===== src/include/vram_defs.svh =====
`ifndef VRAM_DEFS_SVH
`define VRAM_DEFS_SVH

// cpu window onto video ram
`define VRAM_BASE 16'h8000
`define VRAM_LAST 16'h9FFF

// oam dma source page register
`define DMA_REG 16'hFF46

`define OAM_BYTES 160 // bytes per dma transfer

`define VRAM_AW 13 // 8 KiB

// pages that map onto video ram
`define DMA_PAGE_MIN 8'h80
`define DMA_PAGE_MAX 8'h9F

`endif


===== src/vram_pkg.sv =====
`default_nettype none

`include "vram_defs.svh"

package vram_pkg;

	typedef logic [15:0] cpu_addr_t;
	typedef logic [`VRAM_AW-1:0] vram_addr_t;
	typedef logic [7:0] byte_t;
	typedef logic [7:0] oam_index_t;

	typedef struct packed {
		logic valid;
		logic write;
		vram_addr_t addr;
		byte_t wdata;
	} vram_req_t;

	typedef struct packed {
		logic valid;
		byte_t data;
	} vram_rd_t;

	typedef struct packed {
		logic valid;
		byte_t page; // high byte of source address
	} dma_cmd_t;

	typedef struct packed {
		logic valid;
		oam_index_t index;
		byte_t data;
	} oam_wr_t;

	typedef enum logic [1:0] {
		own_none,
		own_ppu,
		own_dma,
		own_cpu
	} bus_owner_e;

	typedef enum logic [1:0] {
		apb_idle,
		apb_wait, // vram request pending grant
		apb_data  // read granted, data due
	} apb_state_e;

endpackage

`default_nettype wire


===== src/vram_oam_dma.sv =====
`default_nettype none

`include "vram_defs.svh"

module vram_oam_dma(
		input  logic phi,
		input  logic rst_n,

		input  vram_pkg::dma_cmd_t dma_cmd,

		output vram_pkg::vram_req_t dma_req,
		input  logic dma_grant,
		input  vram_pkg::vram_rd_t dma_rd,

		output vram_pkg::oam_wr_t oam_wr,
		output logic dma_active
	);

	vram_pkg::byte_t page;
	vram_pkg::oam_index_t rd_idx; // next byte to request
	vram_pkg::oam_index_t wr_idx; // next byte to return

	logic page_ok;
	logic start;
	logic last_ret;

	assign page_ok  = (dma_cmd.page >= `DMA_PAGE_MIN) && (dma_cmd.page <= `DMA_PAGE_MAX);
	assign start    = dma_cmd.valid && page_ok;
	assign last_ret = dma_rd.valid && (wr_idx == `OAM_BYTES - 1);

	// no request in a restart cycle, so nothing stale is in flight after it
	assign dma_req.valid = dma_active && (rd_idx < `OAM_BYTES) && !start;
	assign dma_req.write = 1'b0;
	assign dma_req.addr  = {page[4:0], rd_idx}; // page minus 80h, times 256
	assign dma_req.wdata = 8'h00;

	assign oam_wr.valid = dma_rd.valid;
	assign oam_wr.index = wr_idx;
	assign oam_wr.data  = dma_rd.data;

	always_ff @(posedge phi or negedge rst_n) begin
		if (!rst_n) begin
			dma_active <= 1'b0;
			rd_idx     <= '0;
			wr_idx     <= '0;
		end else begin
			if (dma_grant)
				rd_idx <= rd_idx + 8'd1;
			if (dma_rd.valid)
				wr_idx <= wr_idx + 8'd1;
			if (last_ret)
				dma_active <= 1'b0;

			// restart wins over any count
			if (start) begin
				dma_active <= 1'b1;
				rd_idx     <= '0;
				wr_idx     <= '0;
			end
		end
	end

	// source page is payload
	always_ff @(posedge phi) begin
		if (start)
			page <= dma_cmd.page;
	end

endmodule

`default_nettype wire


===== config.mk =====
export PLATFORM = sky130hd
export DESIGN_NAME = vram_oam_dma
export DESIGN_NICKNAME = d
export VERILOG_FILES = /design/src/vram_pkg.sv /design/src/vram_oam_dma.sv
export VERILOG_INCLUDE_DIRS = /design/src /design/src/include
export SDC_FILE = /design/constraint.sdc
export NUM_CORES = 1
export LEC_CHECK = 0
export BUFFER_PORTS_ARGS = -buffer_cell sky130_fd_sc_hd__clkbuf_2
export CORE_MARGIN = 3
export CORE_UTILIZATION = 45
export CTS_BUF_LIST = sky130_fd_sc_hd__clkbuf_8
export CTS_CLUSTER_DIAMETER = 100
export DETAILED_ROUTE_END_ITERATION = 10
export GPL_TIMING_DRIVEN = 0
export PLACE_DENSITY = 0.89
export SYNTH_ARGS = -nofsm -noshare
export SYNTH_HDL_FRONTEND = slang
export SYNTH_SLANG_ARGS = --single-unit

===== constraint.sdc =====
create_clock -name phi -period 1.55 [get_ports phi]
set_input_delay 0.2325 -clock phi [delete_from_list [all_inputs] [get_ports phi]]
set_output_delay 0.2325 -clock phi [all_outputs]
set_load 0.02 [all_outputs]

== Word level (Yosys, flattened, before mapping) ==
Index checks and enable logic that the tools add are counted.
W data, S select, Z words.

* Output and inout port bits: 41
* Memories: 0
* Bits in registers: 22
* Logic and storage cells: 25
* Memory bits (writable): 0
* Bits in read-only memories: 0
* Bits of input ports: 21
* Bits in latches: 0

* $mul: 0
* Eq/ne operators: 1
* Mux-type cells: 6
* Reduce and logical (&&, ||, !) cells: 9
* Shifts and indexed selects: 0
* Div/mod/pow operators: 0
* Bitwise logic cells: 0
* $add $sub $neg: 2
* Magnitude comparators: 3

{| class="wikitable"
|+ Operators by type and width
! operator !! count
|-
| $mux W8 || 4
|-
| $add A8 B1 Y8 const B || 2
|-
| $eq A8 B8 Y1 const B || 1
|-
| $ge A8 B8 Y1 const B || 1
|-
| $le A8 B8 Y1 const B || 1
|-
| $lt A8 B8 Y1 const B || 1
|-
| $reduce_bool A2 Y1 || 3
|-
| $logic_and A1 B1 Y1 || 5
|-
| $mux W1 || 2
|-
| $logic_not A1 Y1 || 1
|}

== Depth between registers and ports, before layout ==
* Depth in word-level cells: 5
* Gate-level depth with buffers: 4
* Mapped depth without buffers: 4

== Worst setup path after synthesis ==
OpenSTA, ideal clock, no wires.

* Path kind: reg2reg
* From: register wr_idx[0]
* To: register wr_idx[6]
* Clock period less this slack: 1.413 ns
* Stages on the path, launching flop included: 5
* Data arrival time: 1.335 ns
* Required time: 1.473 ns
* Library setup time: 0.077 ns
* Path buffers: 0
* Setup slack: 0.137 ns
* Cells stage by stage: dfrtp_1 -> ha_1 -> nand3_1 -> or3_1 -> a21oi_1

* Cells in the longest elaborated chain, start to end: 3

{| class="wikitable"
|+ RTL lines
! item !! RTL line !! text
|-
| start, declared || vram_oam_dma.sv:21 || <nowiki>vram_pkg::oam_index_t wr_idx;</nowiki>
|-
| start signal, assigned || vram_oam_dma.sv:50 || <nowiki>wr_idx <= wr_idx + 8'd1;</nowiki>
|-
| $add A8 B1 Y8 || vram_oam_dma.sv:50 ||
|-
| $mux W8 || vram_oam_dma.sv:49 || <nowiki>if (dma_rd.valid)</nowiki>
|-
| $mux W8 || vram_oam_dma.sv:55 || <nowiki>if (start) begin</nowiki>
|}

No other way between the ends. The select of a mux whose other input is x is not followed.
A chain may end at the register's enable or synchronous reset.

==> impl_metrics.yaml <==
status:
  status: "complete, no violations"
floorplanning:
  die_x_um: 56.1
  start_util: 0.492
  dieArea_mm2: 0.00315
  dieHeight_um: 56.1
  core-area_mm2: 0.00230
  rows: 17
  io_pins: 62
sta:
  clock_skew_ps: 7.07
  finalSetupViolCount: 0
  slew_viol_final: 0
  final_hold_viol_count: 0
  timing.final.crit_share: 0.942
  rsz0062_at_grt: "no"
  fin_setup_tns_ps: 0
  fmax_mhz: 685
  period_minus_slack_ps: 1460
detailed_routing:
  drt-met1-wl_um: 953
  firstDrtPassIters: 4
  via_per_inst: 4.97
  finalWirelength_mm: 2.44
  ant_nets: 0
  wl_met2_mm: 1.18
  drc: 0
  num_vias: 935
  drt_iter0_markers: 14
  top_layer_used: "met4"
  wl_met3_um: 217
  wl_per_cell_um: 13.0
critical_path:
  reg2reg_from: "wr_idx[0]"
  cp.depth: 3
  critPathCaptureType: "output pin"
  crit_fanout: 5
  rrSetupSlack_ps: 130
  timing.critical_path.to: "dma_req[22]"
  start_kind: "flip-flop"
  required_ps: 1320
  crit_path_start: "rd_idx[5]"
  critPathBufInv: 1
  r2r_end: "wr_idx[6]"
  slowest_delay_ps: 450
  path_cells: "o21ai_0, and3_1, clkbuf_2"
  path_class: "flip-flop to output pin"
  critPathTopFamily: "flip-flops"
  crit_arrival_ps: 1230
  cpMaxStageDelayCell: "dfrtp_1"
  reg2regPathDepth: 4
power_and_ir_drop:
  finalPower_uw: 2000
  p_per_area_mw_per_mm2: 1370
  peakVddDrop_mv: 0.891
  leakage_uw: 0.000737
grt:
  antenna_found_initial: 0
  grt_pass1_wl_mm: 3.71
  overflow: 0
  grt_max_degree: 18
  grtUsageTotal: 0.148
  grt_pass1_vias: 837
synth:
  synth_area_leaders: "dfrtp_1, edfxtp_1, buf_4"
  syn_area_mm2: 0.00113
  yosys.area.top_type_share: 0.377
  ys_warn_count: 0
  synth_cell_types: 26
  synth.yosys.seq_area_share: 0.509
  postSynthCellCount: 105
  synth_top_cell_by_area: "dfrtp_1"
  postSynthAreaPerCell_um2: 10.8
  synth.ff_latch_count: 22
clocking:
  clkSinkCount: 22
  root_buffer: "clkbuf_8"
  cts_buffers: 3
  cts_tree: "yes"
  clockBufferDepth: 2
  ctsResizeCount: 0
  clk_pin_slew_ps: 80
  htree_levels: 1
  worstSkewPairLatency_ps: 260
final_layout:
  nFillCells: 202
  drive_above_1_share: 0.431
  syn_to_final_growth_pct: 29.2
  n_antenna_cell: 0
  nets: 184
  multi_input_area_um2: 424
  seqCellArea_um2: 576
  design_area_mm2: 0.00146
placement:
  place.detailed.hpwl_mm: 1.88
  gp_congestion: 0.760
  io_buffers: 42
  post_dp_cell_area_mm2: 0.00141
flow_run:
  cap_viol_max_count: 0
worst_hold_path:
  hp-class: "input port to flip-flop"
-- layout make-up --
class                      count  share of cell area
buffer                        21               0.107
clock buffer                   3              0.0283
clock inverter                 1             0.00257
inverter                       1             0.00257
multi-input combinational     69               0.290
sequential                    22               0.394
tap                           28              0.0240
timing repair buffer          43               0.151
-- report_power, final --
group	internal, uW	switching, uW
clock	176	177
sequential	727	222
combinational	276	418
-- cell usage after synthesis (all sizes together) --
| cell | instances |
|---|---|
| buf | 21 |
| dfrtp | 17 |
| nor2 | 10 |
| nand4 | 7 |
| o21ai | 6 |
| xor2 | 6 |
| a21oi | 5 |
| edfxtp | 5 |
| nand2 | 5 |
| or3 | 5 |
| nand3 | 4 |
| ha | 2 |
| mux2i | 2 |
| xnor2 | 2 |
| and3 | 1 |
| conb | 1 |
| inv | 1 |
| nand4bb | 1 |
| o211ai | 1 |
| o31ai | 1 |
| or3b | 1 |
| or4 | 1 |
-- metal layers --
layer	global-route usage	vias up
li1	-	454
met1	0.169	418
met2	0.249	55
met3	0.0371	8
met4	0.0814	0
met5	0	-
-- how the worst min path moves through the flow --
stage | start | end | cells past startpoint
after CTS | dma_cmd[0] | page[0] | 1
after detailed placement | rst_n | dma_active | 1
after global routing | dma_cmd[0] | page[0] | 1
after global placement | rst_n | wr_idx[7] | 1
after floorplan | rst_n | dma_active | 0
final | dma_cmd[0] | page[0] | 1
-- stage by stage --
step	hold WS, ps	std cells	utilization	setup WS, ps
global placement	179	183	0.612	192
global route	137	188	0.636	17.5
floorplan	-63.1	113	-	137
detailed placement	192	183	0.612	136
finish	146	188	0.636	89.3
CTS	145	188	0.636	67.3
-- cells in the final DEF (no fill, tap or decap), types with 2 or more instances in the layout --
| cell type | count |
|---|---|
| clkbuf_2 | 42 |
| buf_4 | 18 |
| dfrtp_1 | 17 |
| nor2_1 | 10 |
| conb_1 | 9 |
| nand4_1 | 6 |
| xor2_1 | 6 |
| nand2_1 | 5 |
| or3_1 | 5 |
| a21oi_1 | 5 |
| edfxtp_1 | 5 |
| nand3_1 | 4 |
| o21ai_1 | 4 |
| clkbuf_8 | 3 |
| buf_2 | 2 |
| o21ai_0 | 2 |
| mux2i_1 | 2 |
| xnor2_1 | 2 |
| ha_1 | 2 |
-- state kept, by name (all words and copies together), names as in the netlist --
name	count
dma_active	1
wr_idx	8
page	5
rd_idx	8
-- what timing repair did --
item | 4_1_cts | 5_1_grt
hold endpoints to repair | 17 | 0
buffers inserted | 0 | 0
hold buffers | 1 | 0
-- cell families (layout without fill, tap and decap cells) --
family / count (synthesis) / in the layout / share of synthesized area
and+or+nand+nor: 35 / 35 / 0.182
buffers and inverters: 22 / 69 / 0.142
adders and majority gates: 2 / 2 / 0.0221
muxes: 2 / 2 / 0.0177
other: 1 / 9 / 0.00332
xor gates and xnor gates: 8 / 8 / 0.0620
DFF: 22 / 22 / 0.509
AOI/OAI and AO/OA: 13 / 13 / 0.0620
No activity file was read; power rests on OpenSTA's default activity.
