### config.mk
export PLATFORM = sky130hd
export DESIGN_NAME = vram_bus_ctrl
export DESIGN_NICKNAME = d
export VERILOG_FILES = /design/src/vram_pkg.sv /design/src/vram_bus_ctrl.sv
export VERILOG_INCLUDE_DIRS = /design/src /design/src/include
export SDC_FILE = /design/constraint.sdc
export NUM_CORES = 1
export LEC_CHECK = 0
export BUFFER_PORTS_ARGS = -buffer_cell sky130_fd_sc_hd__buf_2
export CAP_MARGIN = 10
export CORE_MARGIN = 1.5
export CORE_UTILIZATION = 32
export DETAILED_ROUTE_END_ITERATION = 6
export HOLD_SLACK_MARGIN = 0.05
export PLACE_DENSITY = 0.87
export SYNTH_ARGS = -nofsm -noshare
export SYNTH_HDL_FRONTEND = slang
export SYNTH_SLANG_ARGS = --single-unit
### constraint.sdc
create_clock -name phi -period 1.5 [get_ports phi]
set_input_delay 0.15 -clock phi [delete_from_list [all_inputs] [get_ports phi]]
set_output_delay 0.15 -clock phi [all_outputs]
set_load 0.05 [all_outputs]
### src/include/vram_defs.svh
`ifndef VRAM_DEFS_SVH
`define VRAM_DEFS_SVH

// cpu window onto video ram
`define VRAM_BASE 16'h8000
`define VRAM_LAST 16'h9FFF

// oam dma source page register
`define DMA_REG 16'hFF46

`define OAM_BYTES 160 // bytes per dma transfer

`define VRAM_AW 13 // 8 KiB

// pages that map onto video ram
`define DMA_PAGE_MIN 8'h80
`define DMA_PAGE_MAX 8'h9F

`endif

### src/vram_pkg.sv
`default_nettype none

`include "vram_defs.svh"

package vram_pkg;

	typedef logic [15:0] cpu_addr_t;
	typedef logic [`VRAM_AW-1:0] vram_addr_t;
	typedef logic [7:0] byte_t;
	typedef logic [7:0] oam_index_t;

	typedef struct packed {
		logic valid;
		logic write;
		vram_addr_t addr;
		byte_t wdata;
	} vram_req_t;

	typedef struct packed {
		logic valid;
		byte_t data;
	} vram_rd_t;

	typedef struct packed {
		logic valid;
		byte_t page; // high byte of source address
	} dma_cmd_t;

	typedef struct packed {
		logic valid;
		oam_index_t index;
		byte_t data;
	} oam_wr_t;

	typedef enum logic [1:0] {
		own_none,
		own_ppu,
		own_dma,
		own_cpu
	} bus_owner_e;

	typedef enum logic [1:0] {
		apb_idle,
		apb_wait, // vram request pending grant
		apb_data  // read granted, data due
	} apb_state_e;

endpackage

`default_nettype wire

### src/vram_bus_ctrl.sv
`default_nettype none

module vram_bus_ctrl(
		input  logic phi,
		input  logic rst_n,

		input  vram_pkg::vram_req_t ppu_req,
		input  vram_pkg::vram_req_t cpu_req,
		input  vram_pkg::vram_req_t dma_req,

		output logic cpu_grant,
		output logic dma_grant,

		output vram_pkg::vram_rd_t ppu_rd,
		output vram_pkg::vram_rd_t cpu_rd,
		output vram_pkg::vram_rd_t dma_rd,

		output logic mem_cs,
		output logic mem_we,
		output vram_pkg::vram_addr_t mem_addr,
		output vram_pkg::byte_t mem_wdata,
		input  vram_pkg::byte_t mem_rdata
	);

	vram_pkg::bus_owner_e owner;
	vram_pkg::bus_owner_e rd_owner; // who read last cycle
	vram_pkg::vram_req_t sel;

	// fixed priority, ppu first
	always_comb begin
		owner = vram_pkg::own_none;
		if (ppu_req.valid)
			owner = vram_pkg::own_ppu;
		else if (dma_req.valid)
			owner = vram_pkg::own_dma;
		else if (cpu_req.valid)
			owner = vram_pkg::own_cpu;
	end

	always_comb begin
		sel = '0;
		case (owner)
			vram_pkg::own_ppu: begin
				sel = ppu_req;
				sel.write = 1'b0; // fetcher only reads
			end
			vram_pkg::own_dma:
				sel = dma_req;
			vram_pkg::own_cpu:
				sel = cpu_req;
			default:
				sel = '0;
		endcase
	end

	assign cpu_grant = (owner == vram_pkg::own_cpu);
	assign dma_grant = (owner == vram_pkg::own_dma);

	assign mem_cs    = sel.valid;
	assign mem_we    = sel.valid && sel.write;
	assign mem_addr  = sel.addr;
	assign mem_wdata = sel.wdata;

	always_ff @(posedge phi or negedge rst_n) begin
		if (!rst_n)
			rd_owner <= vram_pkg::own_none;
		else if (mem_cs && !mem_we)
			rd_owner <= owner;
		else
			rd_owner <= vram_pkg::own_none;
	end

	// ram data is shared, only the valid flags steer it
	assign ppu_rd.valid = (rd_owner == vram_pkg::own_ppu);
	assign ppu_rd.data  = mem_rdata;

	assign cpu_rd.valid = (rd_owner == vram_pkg::own_cpu);
	assign cpu_rd.data  = mem_rdata;

	assign dma_rd.valid = (rd_owner == vram_pkg::own_dma);
	assign dma_rd.data  = mem_rdata;

endmodule

`default_nettype wire

---- Yosys cells after proc, flatten, opt, wreduce, memory -nomap -nowiden ----
Index checks and enable logic that the tools add are counted.
operators by class
  equality and inequality tests ........... 6
  muxes and demuxes ....................... 5
  reduce and logical (&&, ||, !) cells .... 3
operators by type and width
  operator                                                          number
  23-bit case mux with 3 select lines                               1
  2-bit == test (second input constant)                             4
  2-bit two-way mux                                                 4
  2-bit by 1-bit == test with 1-bit output (second input constant)  2
  1-bit logical AND                                                 2
  1-bit logical NOT                                                 1
storage, ports and cells
  flip-flop bits (word level) ............. 2
  output and inout bits ................... 52
  bits of input ports ..................... 79

---- Longest topological paths before layout ----
  depth after elaboration ................. 9
  depth in mapped cells ................... 4
  mapped depth without buffers ............ 2

---- Worst setup path after synthesis ----
No wires, ideal clock.
  path type ............................... input to output
  start point ............................. in dma_req[22] (netlist bit)
  end point ............................... out cpu_grant
  buffers on the path ..................... 2
  data arrival time ....................... 1.615 ns
  path slack .............................. -0.265 ns
  data required time ...................... 1.350 ns
  cell stages on the path ................. 3
  cell sequence ........................... buf_2 > buf_4 > nor3b_1
between the ends
  cells in the longest elaborated chain, start to end .. 3
RTL lines
  what               line                 text
  from (decl)        vram_bus_ctrl.sv:9   input vram_pkg::vram_req_t dma_req,
  2-bit two-way mux  vram_bus_ctrl.sv:34  else if (dma_req.valid)
  2-bit two-way mux  vram_bus_ctrl.sv:32  if (ppu_req.valid)
  2-bit == test      vram_bus_ctrl.sv:56  assign cpu_grant = (owner == vram_pkg::own_cpu);
  to (decl)          vram_bus_ctrl.sv:11  output logic cpu_grant,
No other way between the ends.

---- Final worst setup path ----
  start point ............................. in dma_req[22] (netlist bit)
  end point ............................... out mem_wdata[4]
between the ends
  cells in the longest elaborated chain, start to end .. 4
  elaborated cells between the ends (all ways) .. 6
  those cells by class .................... 3 x eq/ne; 3 x mux
RTL lines
  what                                                                       line                 text
  2-bit two-way mux (*)                                                      vram_bus_ctrl.sv:34
  2-bit two-way mux (*)                                                      vram_bus_ctrl.sv:32
  2-bit == test or 2-bit by 1-bit == test with 1-bit output (tied branches)  vram_bus_ctrl.sv:42  case (owner)
  23-bit case mux with 3 select lines (*)                                    vram_bus_ctrl.sv:42
  to (decl)                                                                  vram_bus_ctrl.sv:21  output vram_pkg::byte_t mem_wdata,
Mark *: on every way between the ends. The rest lies on a longest branch, timed or not.

==> flow_summary_export.csv <==
group,metric,value,unit
run_status,status,"finished clean",
floorplan,initial_core_util,34.5,%
global_routing,grt-ovfl-total,0,
critical_path,critPathKind,"in -> out",
sta,hold_viol,0,
clocking,numCtsBuffers,3,
finish,largest_register,"rd_owner",
critical_path,critPathBufInv,2,
finish,largest_reg_flops,2,
pwr,seq_power_share,8.7,%
finish,instances_no_fill,232,
global_routing,grt_pass1_wl,3440,µm
routing,drt-pass1-iter-count,4,
floorplan,rows,18,
clocking,cts_setup_buffers,0,
routing,antenna_left,0,
routing,routed_wl,2440,µm
critical_path,required,1.35,ns
synthesis,syn_area,871,µm²
synthesis,synthDistinctLibCells,13,
routing,avgViaCountPerCell,4.82,
pwr,switching_share,53.7,%
sta,finalSetupViolCount,0,
pwr,power.clock.fraction,17.2,%
global_routing,grt_util_all_layers,15.2,%
sta,tightest_slew,0.436,ns
finish,top_regs,"rd_owner (2)",
pwr,power_density,563,mW/mm²
routing,wl_per_cell,10.5,µm
floorplan,dieArea,0.00304,mm²
synthesis,syn_avg_cell_area,6.45,µm²
critical_path,crit_family,"buffers and inverters",
global_routing,grt_max_degree,50,
sta,hold_ws,0.210,ns
critical_path,crit_path_start_kind,"primary input",
global_routing,antenna_found_initial,0,
floorplan,io_pins,131,
pwr,power_switching,0.000365,W
run,max-cap-violations,0,
sta,slew_headroom,70.9,%
critical_path,crit_slowest_cell,"clkbuf_4",
finish,area_delta_synth_final,38.8,%
place,place_inst,228,
synthesis,ys_warn_count,0,
pwr,power.internal,0.000315,W
floorplan,die_h,55.2,µm
clocking,clockBufferDepth,2,
synthesis,synth-seq-cells,2,
routing,initialDrtViolationCount,8,
floorplan,core_area,0.00252,mm²
synthesis,synthCells,135,
finish,drive_gt1_share,51.0,%
finish,layout.nets,283,
synthesis,syn_nets,214,
critical_path,critPathMaxFanout,49,
synthesis,yosysSeqAreaShare,5.75,%
sta,max_freq,765,MHz
finish,n_antenna_cell,0,
clocking,cts_tree,"built",
pwr,p_leak,0.608,nW
sta,drv_slew,0,
clocking,clk_pin_slew_worst_paths,0.03,ns
routing,drc,0,
worst_hold_path,hp-class,"in -> reg",
global_routing,first_global_vias,888,
sta,rsz0062_at_grt,"no",
sta,setup_tns,0,ns
critical_path,worstPathArrival,1.16,ns
place,dpl.hpwl,1810,µm
clocking,cts_root_buf,"clkbuf_4",
place,gp_congestion,0.732,
floorplan,die_x,55.2,µm
critical_path,cp-end-kind,"output port",
sta,period_share,87.2,%
pwr,vdd_drop_max,0.347,mV
critical_path,slowest_delay,0.30,ns
routing,via_count,1118,
critical_path,path_cells,"clkbuf_4, nand3b_1, a21oi_1, buf_2",
pwr,combPwrFrac,74.0,%
sta,period_minus_slack,1.31,ns
clocking,h-tree-depth,1,
place,port_buffers,97,
clocking,clkSinkCount,2,
-- Yosys cell counts --
| master | instances | area (µm²) |
|---|---|---|
| clkbuf_1 | 4 | 15.0 |
| nand2_1 | 1 | 3.75 |
| dfrtp_1 | 2 | 50.1 |
| and2_1 | 1 | 6.26 |
| or3_1 | 1 | 6.26 |
| buf_4 | 26 | 195 |
| nand3b_1 | 22 | 165 |
| buf_2 | 6 | 30.0 |
| a21oi_1 | 44 | 220 |
| nor2b_1 | 24 | 150 |
| or3b_1 | 1 | 8.76 |
| nor3b_1 | 1 | 7.51 |
| nand2b_1 | 2 | 12.5 |
-- through the flow --
stage | area [µm²] | worst slack, ns | total power [W] | utilization [%]
6_report | 1210 | 0.192 | 0.000680 | 47.9
5_1_grt | 1210 | 0.0980 | 0.000741 | 47.9
4_1_cts | 1210 | 0.0660 | 0.000689 | 47.8
3_5_place_dp | 1170 | 0.0691 | 0.000562 | 46.5
3_3_place_gp | 1170 | 0.0642 | 0.000557 | 46.5
2_1_floorplan | 876 | 0.0376 | 0.000581 | -
-- area by class of cell --
cell class	instances	area [µm²]
tap	30	37.5
sequential	2	50.0
fill	272	1310
multi-input combinational	97	586
clock buffer	3	22.5
timing repair buffer	100	513
-- power by group through the flow --
stage / registers, W / logic (W) / clock network [W]
floorplan: 0.0000595 / 0.000521 / 0
global placement: 0.0000598 / 0.000497 / 0
detailed placement: 0.0000599 / 0.000502 / 0
CTS: 0.0000594 / 0.000505 / 0.000125
global route: 0.0000601 / 0.000546 / 0.000135
finish: 0.0000595 / 0.000503 / 0.000117
-- path summary, 6_finish.rpt --
kind | from | endpoint | slack (ns) | depth (start not counted)
min in group asynchronous | rst_n | rd_owner[0] | 0.26 | 2
max | dma_req[22] | mem_wdata[4] | 0.19 | 4
max in group asynchronous | rst_n | rd_owner[1] | 1.14 | 2
min | dma_req[21] | rd_owner[1] | 0.21 | 3
-- cell families (layout without fill, tap and decap cells) --
group	count (synthesis)	after routing	share of synthesized area (%)
AND/OR/NAND/NOR	53	53	41.4
AO/OA/AOI/OAI	44	44	25.3
buffers and inverters	36	103	27.6
flip-flops	2	2	5.75
-- layer usage --
metal  up-vias  global-route usage, %  share of wire, %
met2        63                   27.8                50
met3         8                   3.23                11
li1        573                      -                 -
met1       474                   16.6                38
met4         0                   7.32               1.0
met5         -                      0                 0
-- placed cells by master (no fill, tap or decap) --
cell / n
a21oi_1: 44
and2_1: 1
buf_2: 96
buf_4: 2
clkbuf_4: 4
dfrtp_1: 2
dlygate4sd3_1: 1
nand2_1: 1
nand2b_1: 2
nand3b_1: 22
nor2b_1: 24
nor3b_2: 1
or3_1: 1
or3b_1: 1
-- timing repair --
item,in CTS,in global routing
hold buffers,1,0
setup endpoints to repair,0,20
resized for setup,0,1
hold endpoints to repair,2,0
No activity file was read; power rests on OpenSTA's default activity.
