**src/include/vram_defs.svh**
```systemverilog
`ifndef VRAM_DEFS_SVH
`define VRAM_DEFS_SVH

// cpu window onto video ram
`define VRAM_BASE 16'h8000
`define VRAM_LAST 16'h9FFF

// oam dma source page register
`define DMA_REG 16'hFF46

`define OAM_BYTES 160 // bytes per dma transfer

`define VRAM_AW 13 // 8 KiB

// pages that map onto video ram
`define DMA_PAGE_MIN 8'h80
`define DMA_PAGE_MAX 8'h9F

`endif

```
**src/vram_pkg.sv**
```systemverilog
`default_nettype none

`include "vram_defs.svh"

package vram_pkg;

	typedef logic [15:0] cpu_addr_t;
	typedef logic [`VRAM_AW-1:0] vram_addr_t;
	typedef logic [7:0] byte_t;
	typedef logic [7:0] oam_index_t;

	typedef struct packed {
		logic valid;
		logic write;
		vram_addr_t addr;
		byte_t wdata;
	} vram_req_t;

	typedef struct packed {
		logic valid;
		byte_t data;
	} vram_rd_t;

	typedef struct packed {
		logic valid;
		byte_t page; // high byte of source address
	} dma_cmd_t;

	typedef struct packed {
		logic valid;
		oam_index_t index;
		byte_t data;
	} oam_wr_t;

	typedef enum logic [1:0] {
		own_none,
		own_ppu,
		own_dma,
		own_cpu
	} bus_owner_e;

	typedef enum logic [1:0] {
		apb_idle,
		apb_wait, // vram request pending grant
		apb_data  // read granted, data due
	} apb_state_e;

endpackage

`default_nettype wire

```
**src/vram_cpu_port.sv**
```systemverilog
`default_nettype none

`include "vram_defs.svh"

module vram_cpu_port(
		input  logic phi,
		input  logic rst_n,

		input  logic psel,
		input  logic penable,
		input  logic pwrite,
		input  vram_pkg::cpu_addr_t paddr,
		input  vram_pkg::byte_t pwdata,
		output vram_pkg::byte_t prdata,
		output logic pready,
		output logic pslverr,

		input  logic ppu_busy,

		output vram_pkg::vram_req_t cpu_req,
		input  logic cpu_grant,
		input  vram_pkg::vram_rd_t cpu_rd,

		output vram_pkg::dma_cmd_t dma_cmd
	);

	vram_pkg::apb_state_e state, state_nx;
	vram_pkg::byte_t dma_page;

	logic access;
	logic req_phase;
	logic vram_hit;
	logic dma_hit;

	assign access    = psel && penable;
	assign req_phase = access && (state != vram_pkg::apb_data);
	assign vram_hit  = (paddr >= `VRAM_BASE) && (paddr <= `VRAM_LAST);
	assign dma_hit   = (paddr == `DMA_REG);

	// blocked accesses never reach the bus
	assign cpu_req.valid = req_phase && vram_hit && !ppu_busy;
	assign cpu_req.write = pwrite;
	assign cpu_req.addr  = paddr[`VRAM_AW-1:0];
	assign cpu_req.wdata = pwdata;

	assign dma_cmd.valid = req_phase && dma_hit && pwrite;
	assign dma_cmd.page  = pwdata;

	always_comb begin
		pready  = 1'b0;
		pslverr = 1'b0;
		prdata  = 8'hFF;
		if (state == vram_pkg::apb_data) begin
			pready = cpu_rd.valid;
			prdata = cpu_rd.data;
		end else if (access) begin
			if (vram_hit) begin
				if (ppu_busy)
					pready = 1'b1; // reads give FF, writes dropped
				else
					pready = cpu_grant && pwrite;
			end else if (dma_hit) begin
				pready = 1'b1;
				prdata = dma_page;
			end else begin
				pready  = 1'b1;
				pslverr = 1'b1;
			end
		end
	end

	always_comb begin
		state_nx = state;
		case (state)
			vram_pkg::apb_idle, vram_pkg::apb_wait: begin
				state_nx = vram_pkg::apb_idle;
				if (access && vram_hit && !ppu_busy) begin
					if (!cpu_grant)
						state_nx = vram_pkg::apb_wait;
					else if (!pwrite)
						state_nx = vram_pkg::apb_data;
				end
			end
			vram_pkg::apb_data:
				if (cpu_rd.valid)
					state_nx = vram_pkg::apb_idle;
			default:
				state_nx = vram_pkg::apb_idle;
		endcase
	end

	always_ff @(posedge phi or negedge rst_n) begin
		if (!rst_n) begin
			state    <= vram_pkg::apb_idle;
			dma_page <= 8'hFF;
		end else begin
			state <= state_nx;
			if (dma_cmd.valid)
				dma_page <= pwdata; // kept even if out of range
		end
	end

endmodule

`default_nettype wire

```
**config.mk**
```make
export PLATFORM = sky130hd
export DESIGN_NAME = vram_cpu_port
export DESIGN_NICKNAME = d
export VERILOG_FILES = /design/src/vram_pkg.sv /design/src/vram_cpu_port.sv
export VERILOG_INCLUDE_DIRS = /design/src /design/src/include
export SDC_FILE = /design/constraint.sdc
export NUM_CORES = 1
export LEC_CHECK = 0
export BUFFER_PORTS_ARGS = -buffer_cell sky130_fd_sc_hd__buf_2
export CORE_MARGIN = 2
export CORE_UTILIZATION = 38
export CTS_BUF_LIST = sky130_fd_sc_hd__clkbuf_8 sky130_fd_sc_hd__clkbuf_16
export CTS_CLUSTER_SIZE = 40
export DETAILED_ROUTE_END_ITERATION = 12
export PLACE_DENSITY_LB_ADDON = 0.2
export RECOVER_POWER = 100
export SLEW_MARGIN = 15
export SYNTH_ARGS = -nofsm -noshare
export SYNTH_HDL_FRONTEND = slang
export SYNTH_SLANG_ARGS = --single-unit
export TNS_END_PERCENT = 100
```
**constraint.sdc**
```tcl
create_clock -name phi -period 3.1 [get_ports phi]
set_input_delay 0.31 -clock phi [delete_from_list [all_inputs] [get_ports phi]]
set_output_delay 0.31 -clock phi [all_outputs]
set_load 0.1 [all_outputs]
```
* Word level (Yosys, flattened, before mapping)
Cells that the tools add are included.
Cells by class: order comparisons 2, eq/ne operators 5, mux-type cells 17, reductions and logical operators 13
Operator list (count):
- 8-bit 2-to-1 mux | 4
- 16-bit == test, second input constant | 1
- 16-bit >= comparator, second input constant | 1
- 16-bit less-or-equal comparator, second input constant | 1
- 1-bit logical AND | 10
- 1-bit 2-to-1 mux | 8
- 2-bit 2-to-1 mux | 4
- 2-bit inequality test, second input constant | 2
- 2-bit case mux with 2 select lines | 1
- 2-bit by 1-bit == test with 1-bit output, second input constant | 1
- 2-bit == test, second input constant | 1
- 2-bit logical NOT | 1
- 2-bit OR reduction | 1
- 1-bit logical NOT | 1
Storage, ports and cells: register bits after elaboration 10, input bits 40, output and inout port bits 42, logic and storage cells 39

* Longest topological paths before layout
Gate-level depths: netlist of the first run.
word-level depth 6, depth in mapped cells 5, depth with buffers taken out 4

* Worst setup path after synthesis of the first run
No wires, ideal clock.
path type reg2out, start register state[0], end output pready, arrival 2.143 ns, data required time 2.790 ns, path slack 0.647 ns, stages on the path, launching flop included 4, path buffers 1, cells stage by stage dfrtp_1 nand2b_1 clkbuf_1 o22ai_1
On the way: cells in the longest elaborated chain, start to end 2
Ends and longest elaborated chain:
- from (decl) | line vram_cpu_port.sv:27 | vram_pkg::apb_state_e state, state_nx;
- from (signal assigned) | line vram_cpu_port.sv:94 | state <= vram_pkg::apb_idle;
- from (signal assigned) | line vram_cpu_port.sv:97 | state <= state_nx;
- 2-bit == test | line vram_cpu_port.sv:53 | if (state == vram_pkg::apb_data) begin
- 1-bit 2-to-1 mux | line vram_cpu_port.sv:53
- to (decl) | line vram_cpu_port.sv:15 | output logic pready,
No other way between the ends.

==> summary.txt, run 1 <==
Outcome
  – Status: completed

Floorplan
  – IO Count: 82
  – CORE AREA: 1980 um2
  – # rows: 16
  – Die Y: 50.2 um
  – Initial Util: 41.0%
  – Die width: 50.2 um
  – Die ar.: 2520 um2

Timing
  – Final worst slack: 405 ps
  – Final Cycle Share: 86.9%
  – Final Slew Violations: 0
  – Least-Margin Pin Slew: 1180 ps
  – Final Hold Violating Endpoints: 0
  – Period minus WS final: 2700 ps
  – Max-slew headroom: 21.9%
  – Clock skew: 3.70 ps
  – Total negative slack: 0 ps
  – Final count of negative-setup-slack endpoints: 0
  – Peak Freq: 371 MHz
  – RSZ-0062 raised after global routing: no

Clock tree
  – CTS resizes: 0
  – Clk Latency, worst-skew pair: 230 ps
  – Total CTS buffers: 3
  – CTS clk-pin slew, worst paths: 50 ps
  – # H-tree levels: 1
  – Clk sink count: 10
  – CTS tree: built
  – CTS Root Cell: clkbuf_8
  – CTS Buffer Depth: 2

Detailed routing
  – DR DRC count: 0
  – Aggregate routed wire length: 1.97 mm
  – DR vias/cell: 4.64
  – DRT met1 WL: 754 um
  – Pre-antenna DRT Iters: 4
  – DR iter-0 viols: 3
  – WL met3: 147 um
  – Max layer used: met4
  – Met2 WL post-DR: 1.04 mm
  – Avg WL per Cell: 12.0 um
  – Post-DRT Antenna Nets: 0
  – Vias: 761

Cells and area
  – N_diodes: 0
  – Fillers: 225
  – Syn-to-layout area delta: 26.7%
  – Commonest non-fill, non-tap cells in the layout: buf_2 (37), clkbuf_1 (37)
  – Nets: 178
  – Layout cells sized above 1: 42.3%

Pwr
  – Worst vdd ir: 0.352 mV
  – Final Total Pwr: 490 uW
  – Switching pwr: 242 uW
  – Switching Fraction: 49.4%
  – Leak: 0.484 nW
  – Internal power: 248 uW
  – Pwr/cell area: 477 nW/um2
  – Clock network power share: 27.3%
  – Comb power frac: 45.8%
  – Seq pwr share: 26.9%

Setup path
  – CP cell instances: buf_2, or4b_4, nor4_4, and3_1, clkbuf_1
  – Slowest cell delay on critical path: 870 ps
  – Crit. End Element: output pin
  – CP arrival: 2390 ps
  – CP startpoint kind: input pin
  – Critical path buffers and inverters: 2
  – Worst Path Required: 2790 ps
  – Setup CP Type: input pin to output pin
  – CP top delay family: simple AND/OR/NAND/NOR gates
  – Max FO, Critical Path: 3
  – CP max stage cell: clkbuf_1

Place
  – Pre-CTS setup slack: 602 ps
  – Final HPWL DP: 1.63 mm
  – IO buf count: 81
  – Gpl congestion: 0.616

Global routing
  – GRT Util Overall: 16.8%
  – Overflow after GRT: 0
  – First-pass GRT wire length: 3.12 mm
  – Number of global-route vias before repair: 708
  – Initial antenna violation count: 0
  – Largest net degree at the start of global routing: 13

Synthesis
  – Synthesized Nets: 122
  – Synth top area cells: buf_4 (29%), dfstp_2 (26%), mux2_1 (11%)
  – Register area share after synthesis: 32.0%
  – #FFs+latches synth: 10
  – Synth top area share: 28.7%
  – Syn. warnings: 0
  – Cell variety after synth: 22
  – Mean Syn Cell Area: 9.90 um2
  – Post-Synthesis Cell Area: 812 um2
  – Leading area contributor after synthesis: buf_4
  – Gate Count Post-Synth: 82

Flow run
  – Max_cap viols: 0

Hold path
  – Type of the most critical hold path: input pin to flip-flop
## sequential cells by signal, indices dropped and copies added (netlist names)
register,flops
dma_page,8
state,2
## routing by layer
layer | global-route usage, % | vias to the layer above
li1 | - | 369
met5 | 0 | -
met3 | 5.36 | 4
met2 | 30.0 | 35
met1 | 18.0 | 353
met4 | 6.94 | 0
## cell families (layout without fill, tap and decap cells)
kind of cell    Yosys count  count (layout)  synth area share (%)
buf+inv                  34              89                  30.0
simple gates             19              19                  15.7
mux                       8               8                  11.1
flops                    10              10                  32.0
compound gates           11              11                  11.1
## synth_stat cells
cell,count
a21oi_1,1
and3_1,1
buf_4,31
clkbuf_1,1
dfrtp_1,2
dfstp_2,8
inv_1,2
mux2_1,8
nand2_1,3
nand2b_1,1
nand3_1,2
nand3b_1,1
nand4_1,2
nand4bb_1,1
nor2_1,4
nor2b_1,1
nor4_4,1
o22a_1,8
o22ai_1,1
o32ai_1,1
or3_1,1
or4b_4,1
## timing repair
action / CTS / global route
setup buffers: 0 / 0
hold buffers: 1 / 0
hold endpoints to repair: 2 / 0
## layout make-up
class                           count  area [um2]  share of cell area [%]
Clock buffer                        3        41.3                    4.01
Clock inverter                      1        3.75                   0.365
Inverter                            2        7.51                   0.730
Multi-Input combinational cell     38         308                    29.9
Sequential cell                    10         260                    25.3
Tap cell                           27        33.8                    3.28
Timing Repair Buffer               83         374                    36.4
## worst paths after layout
| path | from | depth (start not counted) | slack, ps | endpoint |
|---|---|---|---|---|
| setup / recovery | paddr[3] | 5 | 400 | dma_cmd[8] |
| hold / removal | cpu_rd[8] | 2 | 260 | state[1] |
| setup reg to reg | state[1] | 5 | 1020 | dma_page[6] |
| hold reg to reg | state[1] | 2 | 550 | state[0] |
| max in group asynchronous | rst_n | 2 | 2170 | dma_page[6] |
| min in group asynchronous | rst_n | 2 | 560 | state[0] |
## power groups by stage
stage                     Sequential (mW)  Combinational (mW)  Clock, mW
after global routing                0.132               0.232      0.146
after global placement              0.133               0.229          0
after CTS                           0.132               0.232      0.138
after detailed placement            0.133               0.231          0
after floorplan                     0.133               0.206          0
final                               0.132               0.225      0.134
## through the flow
| step | utilization (%) | cell area (um2) | hold WS [ps] | cells |
|---|---|---|---|---|
| final | 51.9 | 1030 | 262 | 164 |
| after global routing | 51.9 | 1030 | 266 | 164 |
| after CTS | 54.4 | 1080 | 258 | 164 |
| after detailed placement | 51.6 | 1020 | 183 | 159 |
| after global placement | 51.6 | 1020 | 179 | 159 |
| after floorplan | - | 812 | 14.4 | 82 |
Note: power is estimated with default switching activity, not from simulation.
==> inputs of run 2 (changes only) <==
CORE_MARGIN = 4   (was 2)
==> run 2 against run 1 <==
Flip-flop and latch count stayed put. Power is 1.2% lower. Clock power is 4% lower. Worst setup slack better by 25 ps. Clock skew is 0.76 ps lower. Combinational power hardly changed. Largest cell class unchanged. Die area is 17% higher.
==> summary.txt, run 2 (same netlist as run 1, synthesis figures left out) <==
Place
  – Gpl congestion: 0.661 (was 0.616)
  – Placed cells: 159 (unchanged)
  – IO buf count: 81 (unchanged)

Detailed routing
  – Vias: 737 (was 761)
  – DR DRC count: 0 (unchanged)
  – Avg WL per Cell: 12.0 um (about the same)
  – Pre-antenna DRT Iters: 2 (was 4)
  – DR iter-0 viols: 4 (was 3)
  – Post-DRT Antenna Nets: 0 (unchanged)
  – Aggregate routed wire length: 1.97 mm (about the same)
  – DR vias/cell: 4.49 (was 4.64)

Outcome
  – Status: completed (unchanged)

Cells and area
  – Syn-to-layout area delta: 25.0% (was 26.7%)
  – Largest register FFs: 8 (unchanged)
  – Largest Register: dma_page (unchanged)
  – N_diodes: 0 (unchanged)
  – Most common cell after layout, fill and taps aside: buf_2
  – Final Non-Filler Cells: 164 (unchanged)
  – Layout cells sized above 1: 42.3% (unchanged)
  – Nets: 178 (unchanged)
  – Regs by FF count: dma_page (8), state (2) (unchanged)
  – Commonest non-fill, non-tap cells in the layout: buf_2 (37), clkbuf_1 (36), clkbuf_2 (9) (was buf_2 (37), clkbuf_1 (37))

Setup path
  – RR Startpoint: state[1] (unchanged)
  – CP cell instances: clkbuf_1, or4b_4, nor4_1, nand3_1, o22a_1, clkbuf_2 (was buf_2, or4b_4, nor4_4, and3_1, clkbuf_1)
  – Setup CP Type: input pin to output pin (unchanged)
  – Critical path buffers and inverters: 2 (unchanged)
  – CP max stage cell: or4b_4 (was clkbuf_1)
  – CP startpoint kind: input pin (unchanged)
  – Slowest cell delay on critical path: 520 ps (was 870 ps)
  – Max FO, Critical Path: 8 (was 3)
  – CP top delay family: simple AND/OR/NAND/NOR gates (unchanged)
  – Worst R2R End: dma_page[7] (was dma_page[6])
  – Crit. End Element: output pin (unchanged)
  – CP arrival: 2360 ps (was 2390 ps)
  – Reg2Reg Depth: 5 (unchanged)
  – Worst R2R Setup Slack: 1000 ps (was 1020 ps)
  – Worst Path Required: 2790 ps (about the same)

Clock tree
  – CTS Buffer Depth: 2 (unchanged)
  – CTS resizes: 0 (unchanged)
  – Clk sink count: 10 (unchanged)
  – Total CTS buffers: 3 (unchanged)
  – Clk Latency, worst-skew pair: 230 ps (about the same)
  – CTS clk-pin slew, worst paths: 50 ps (about the same)
  – Hold_buf cts: 1 (unchanged)
  – CTS Root Cell: clkbuf_8 (unchanged)
  – # H-tree levels: 1 (unchanged)
  – CTS tree: built (unchanged)
  – Postcts setup bufs: 0 (unchanged)

Timing
  – Final Slew Violations: 0 (unchanged)
  – Total negative slack: 0 ps (unchanged)
  – Final count of negative-setup-slack endpoints: 0 (unchanged)
  – Final Cycle Share: 86.1% (was 86.9%)
  – Peak Freq: 375 MHz (was 371 MHz)
  – RSZ-0062 raised after global routing: no (unchanged)
  – Final hold slack: 268 ps (was 262 ps)
  – Least-Margin Pin Slew: 1180 ps (about the same)
  – Max-slew headroom: 21.7% (was 21.9%)
  – Period minus WS final: 2670 ps (was 2700 ps)
  – Final Hold Violating Endpoints: 0 (unchanged)
  – Clock skew: 2.94 ps (was 3.70 ps)

Pwr
  – Pwr/cell area: 478 nW/um2 (was 477 nW/um2)
  – Final Total Pwr: 485 uW (was 490 uW)
  – Leak: 0.474 nW (was 0.484 nW)
  – Worst vdd ir: 0.231 mV (was 0.352 mV)

Hold path
  – Worst Hold Endpoint: state[0] (was state[1])
  – Hold Crit Depth: 2 (unchanged)
  – Hold path start: cpu_grant (was cpu_rd[8])
  – Type of the most critical hold path: input pin to flip-flop (unchanged)

Global routing
  – Initial antenna violation count: 0 (unchanged)
  – Overflow after GRT: 0 (unchanged)
  – Number of global-route vias before repair: 696 (was 708)
  – GRT Util Overall: 13.4% (was 16.8%)
  – First-pass GRT wire length: 2.88 mm (was 3.12 mm)
  – Largest net degree at the start of global routing: 13 (unchanged)

Floorplan
  – Initial Util: 40.6% (was 41.0%)
  – Die ar.: 2940 um2 (was 2520 um2)
  – # rows: 16 (unchanged)
  – IO Count: 82 (unchanged)
  – CORE AREA: 2000 um2 (was 1980 um2)
  – Die Y: 54.2 um (was 50.2 um)
  – Die width: 54.2 um (was 50.2 um)

Flow run
  – Max_cap viols: 0 (unchanged)
-- run 2: changes by cell type in the layout (fill, tap and decap cells not counted) --
cell      delta
clkbuf_1     -1
clkbuf_2     +1
nor4_4       -1
nor4_1       +1
-- run 2: power breakdown --
| part | internal [mW] | switching (mW) | total [mW] |
|---|---|---|---|
| clock | 0.0860 | 0.0435 | 0.129 |
| sequential | 0.132 | 0.0000761 | 0.132 |
| combinational | 0.0302 | 0.193 | 0.223 |
| total | 0.248 | 0.237 | 0.485 |
-- run 2: worst max path at each step --
stage                     cells after the start   endpoint  slack, ps  startpoint
after floorplan                               3     pready        650    state[0]
after global placement                        6  prdata[2]        680    paddr[3]
after detailed placement                      6  prdata[7]        610    paddr[3]
after CTS                                     6  prdata[7]        610    paddr[3]
after global routing                          6  prdata[7]        270    paddr[3]
final                                         6  prdata[7]        430    paddr[3]
-- run 2: area by class of cell --
class	instances	area, um2
Fill cell	223	987
Timing Repair Buffer	83	375
Multi-Input combinational cell	38	293
Sequential cell	10	260
Clock buffer	3	41.3
Tap cell	27	33.8
Inverter	2	7.51
Clock inverter	1	3.75
-- run 2: worst reg2reg max path, delay by kind of cell, from the launching register on --
family                 cells  cell delay [ps]
and+or+nand+nor            3              870
buffers and inverters      1              400
DFF                        1              380
muxes                      1              380
-- run 2: metal layers --
| layer | up-vias | global-route usage (%) | routed length [um] |
|---|---|---|---|
| li1 | 371 | - | - |
| met1 | 329 | 15.6 | 744 |
| met2 | 37 | 23.5 | 1030 |
| met3 | 0 | 4.09 | 192 |
| met4 | 0 | 3.73 | 0 |
| met5 | - | 0 | 0 |
-- run 2: stage by stage --
step / utilization [%] / setup slack, ps / area [um2]
final: 50.7 / 430 / 1010
after global routing: 50.7 / 272 / 1010
after CTS: 53.8 / 615 / 1080
after detailed placement: 51.1 / 615 / 1020
after global placement: 51.1 / 683 / 1020
after floorplan: - / 647 / 812
==> inputs of run 3 (changes only) <==
CORE_MARGIN = 2   (was 4)
CORE_UTILIZATION = 35   (was 38)
clock period = 2.6 ns   (was 3.1 ns; I/O delays follow)
==> run 3 against run 2 <==
Count of clock-buffer cells in the layout stayed put. Final cell count is 0.61% higher. Clock skew is 4.5 ps higher. First-iteration DRC count is 130% higher. Clock power is 20% higher. Power is 19% higher. Die area is 7.5% lower. Wire length is 13% lower. Non-clock buffer count stayed put. Sequential power is 19% higher.
==> summary.txt, run 3 (same netlist as run 1, synthesis figures left out) <==
Cells and area
  – Nets: 178 (unchanged)
  – Final Non-Filler Cells: 165 (was 164)
  – N_diodes: 0 (unchanged)
  – Most common cell after layout, fill and taps aside: buf_2 (unchanged)
  – Final core utilization: 46.8% (was 50.7%)
  – Largest Register: dma_page (unchanged)
  – Largest register FFs: 8 (unchanged)
  – Area of the multi-input gates: 304 um2 (was 293 um2)
  – Register area: 260 um2 (unchanged)
  – Regs by FF count: dma_page (8), state (2) (unchanged)
  – Commonest non-fill, non-tap cells in the layout: buf_2 (46), clkbuf_1 (34), o22a_1 (8), mux2_1 (8), dfstp_2 (8) (was buf_2 (37), clkbuf_1 (36), clkbuf_2 (9))
  – Layout cells sized above 1: 43.8% (was 42.3%)
  – Syn-to-layout area delta: 27.4% (was 25.0%)
  – Fin area: 1030 um2 (was 1010 um2)
  – Fillers: 238 (was 223)

Floorplan
  – Die ar.: 2720 um2 (was 2940 um2)
  – IO Count: 82 (unchanged)
  – CORE AREA: 2210 um2 (was 2000 um2)
  – # rows: 17 (was 16)
  – Initial Util: 36.7% (was 40.6%)
  – Die Y: 52.2 um (was 54.2 um)
  – Die width: 52.2 um (was 54.2 um)

Timing
  – Peak Freq: 421 MHz
  – Final Hold Violating Endpoints: 0 (unchanged)
  – Final Slew Violations: 0 (unchanged)
  – Total negative slack: 0 ps (unchanged)
  – Final hold slack: 218 ps (was 268 ps)
  – Final count of negative-setup-slack endpoints: 0 (unchanged)
  – Max-slew headroom: 21.3% (was 21.7%)
  – Final worst slack: 224 ps (was 430 ps)
  – Clock skew: 7.42 ps (was 2.94 ps)
  – Period minus WS final: 2380 ps
  – Least-Margin Pin Slew: 1190 ps (was 1180 ps)
  – RSZ-0062 raised after global routing: no (unchanged)
  – Final Cycle Share: 91.4%

Setup path
  – Worst Path Required: 2340 ps (was 2790 ps)
  – Max FO, Critical Path: 9 (was 8)
  – Crit. End Element: output pin (unchanged)
  – CP startpoint kind: input pin (unchanged)
  – CP arrival: 2120 ps (was 2360 ps)
  – Setup CP Type: input pin to output pin (unchanged)

Place
  – Placed cells: 160 (was 159)
  – Pre-CTS setup slack: 231 ps (was 615 ps)
  – Final HPWL DP: 1.45 mm
  – Gpl congestion: 0.633 (was 0.661)
  – Post-DP Area: 1040 um2 (was 1020 um2)
  – IO buf count: 81 (unchanged)

Clock tree
  – Clk Latency, worst-skew pair: 230 ps (about the same)
  – Total CTS buffers: 3 (unchanged)
  – CTS Root Cell: clkbuf_8 (unchanged)
  – Clk sink count: 10 (unchanged)
  – CTS clk-pin slew, worst paths: 50 ps (about the same)
  – CTS tree: built (unchanged)
  – CTS resizes: 0 (unchanged)
  – # H-tree levels: 1 (unchanged)
  – CTS Buffer Depth: 2 (unchanged)
  – Postcts setup bufs: 0 (unchanged)

Outcome
  – Status: completed (unchanged)

Detailed routing
  – DR vias/cell: 4.56 (was 4.49)
  – Pre-antenna DRT Iters: 4 (was 2)
  – DR DRC count: 0 (unchanged)
  – Aggregate routed wire length: 1.72 mm (was 1.97 mm)
  – Post-DRT Antenna Nets: 0 (unchanged)
  – Vias: 752 (was 737)
  – DR iter-0 viols: 9 (was 4)
  – Avg WL per Cell: 10.4 um (was 12.0 um)

Pwr
  – Leak: 0.481 nW (was 0.474 nW)
  – Worst vdd ir: 0.447 mV (was 0.231 mV)
  – Final Total Pwr: 579 uW (was 485 uW)
  – Pwr/cell area: 559 nW/um2 (was 478 nW/um2)

Global routing
  – Largest net degree at the start of global routing: 12 (was 13)
  – Number of global-route vias before repair: 604 (was 696)
  – Overflow after GRT: 0 (unchanged)
  – First-pass GRT wire length: 2.54 mm (was 2.88 mm)
  – GRT Util Overall: 12.6% (was 13.4%)
  – Initial antenna violation count: 0 (unchanged)

Hold path
  – Type of the most critical hold path: input pin to flip-flop (unchanged)

Flow run
  – Max_cap viols: 0 (unchanged)
-- run 3: cell type report --
class	count	area share, %
flip-flops and latches	10	25.2
clock inverters	1	0.363
clock buffers	3	3.99
repair buffers	83	37.0
multi-input cells	38	29.4
inverters	2	0.726
well taps	28	3.39
-- run 3: per-layer routing --
| metal | part of all wire (%) | vias up | wire length (um) | global-route usage, % |
|---|---|---|---|---|
| li1 | - | 374 | - | - |
| met2 | 48 | 43 | 830 | 20.5 |
| met5 | 0 | - | 0 | 0 |
| met4 | 0 | 0 | 0 | 2.56 |
| met3 | 11 | 0 | 190 | 4.60 |
| met1 | 41 | 335 | 698 | 15.9 |
-- run 3: worst paths after layout --
kind	startpoint	endpoint	slack, ps	cells past startpoint
min	cpu_grant	state[0]	220	2
min reg2reg	state[1]	state[0]	540	2
min in group asynchronous	rst_n	state[0]	500	2
max in group asynchronous	rst_n	dma_page[1]	1730	2
max reg2reg	state[1]	dma_page[2]	1080	4
max	paddr[3]	dma_cmd[8]	220	5
-- run 3: power by group --
part / total [mW] / internal (mW) / switching (mW)
Sequential: 0.157 / 0.157 / 0.0000697
Combinational: 0.267 / 0.0360 / 0.230
Clock: 0.155 / 0.103 / 0.0528
-- run 3: repair_timing --
item,in CTS,in global routing
endpoints found under the hold margin,2,0
setup endpoints to repair,0,0
hold buffers,1,0
-- run 3: worst max-delay path: stages --
cell	delay [ps]
buf_2	100
or4b_1	570
nor4_4	310
and3_1	440
clkbuf_4	430
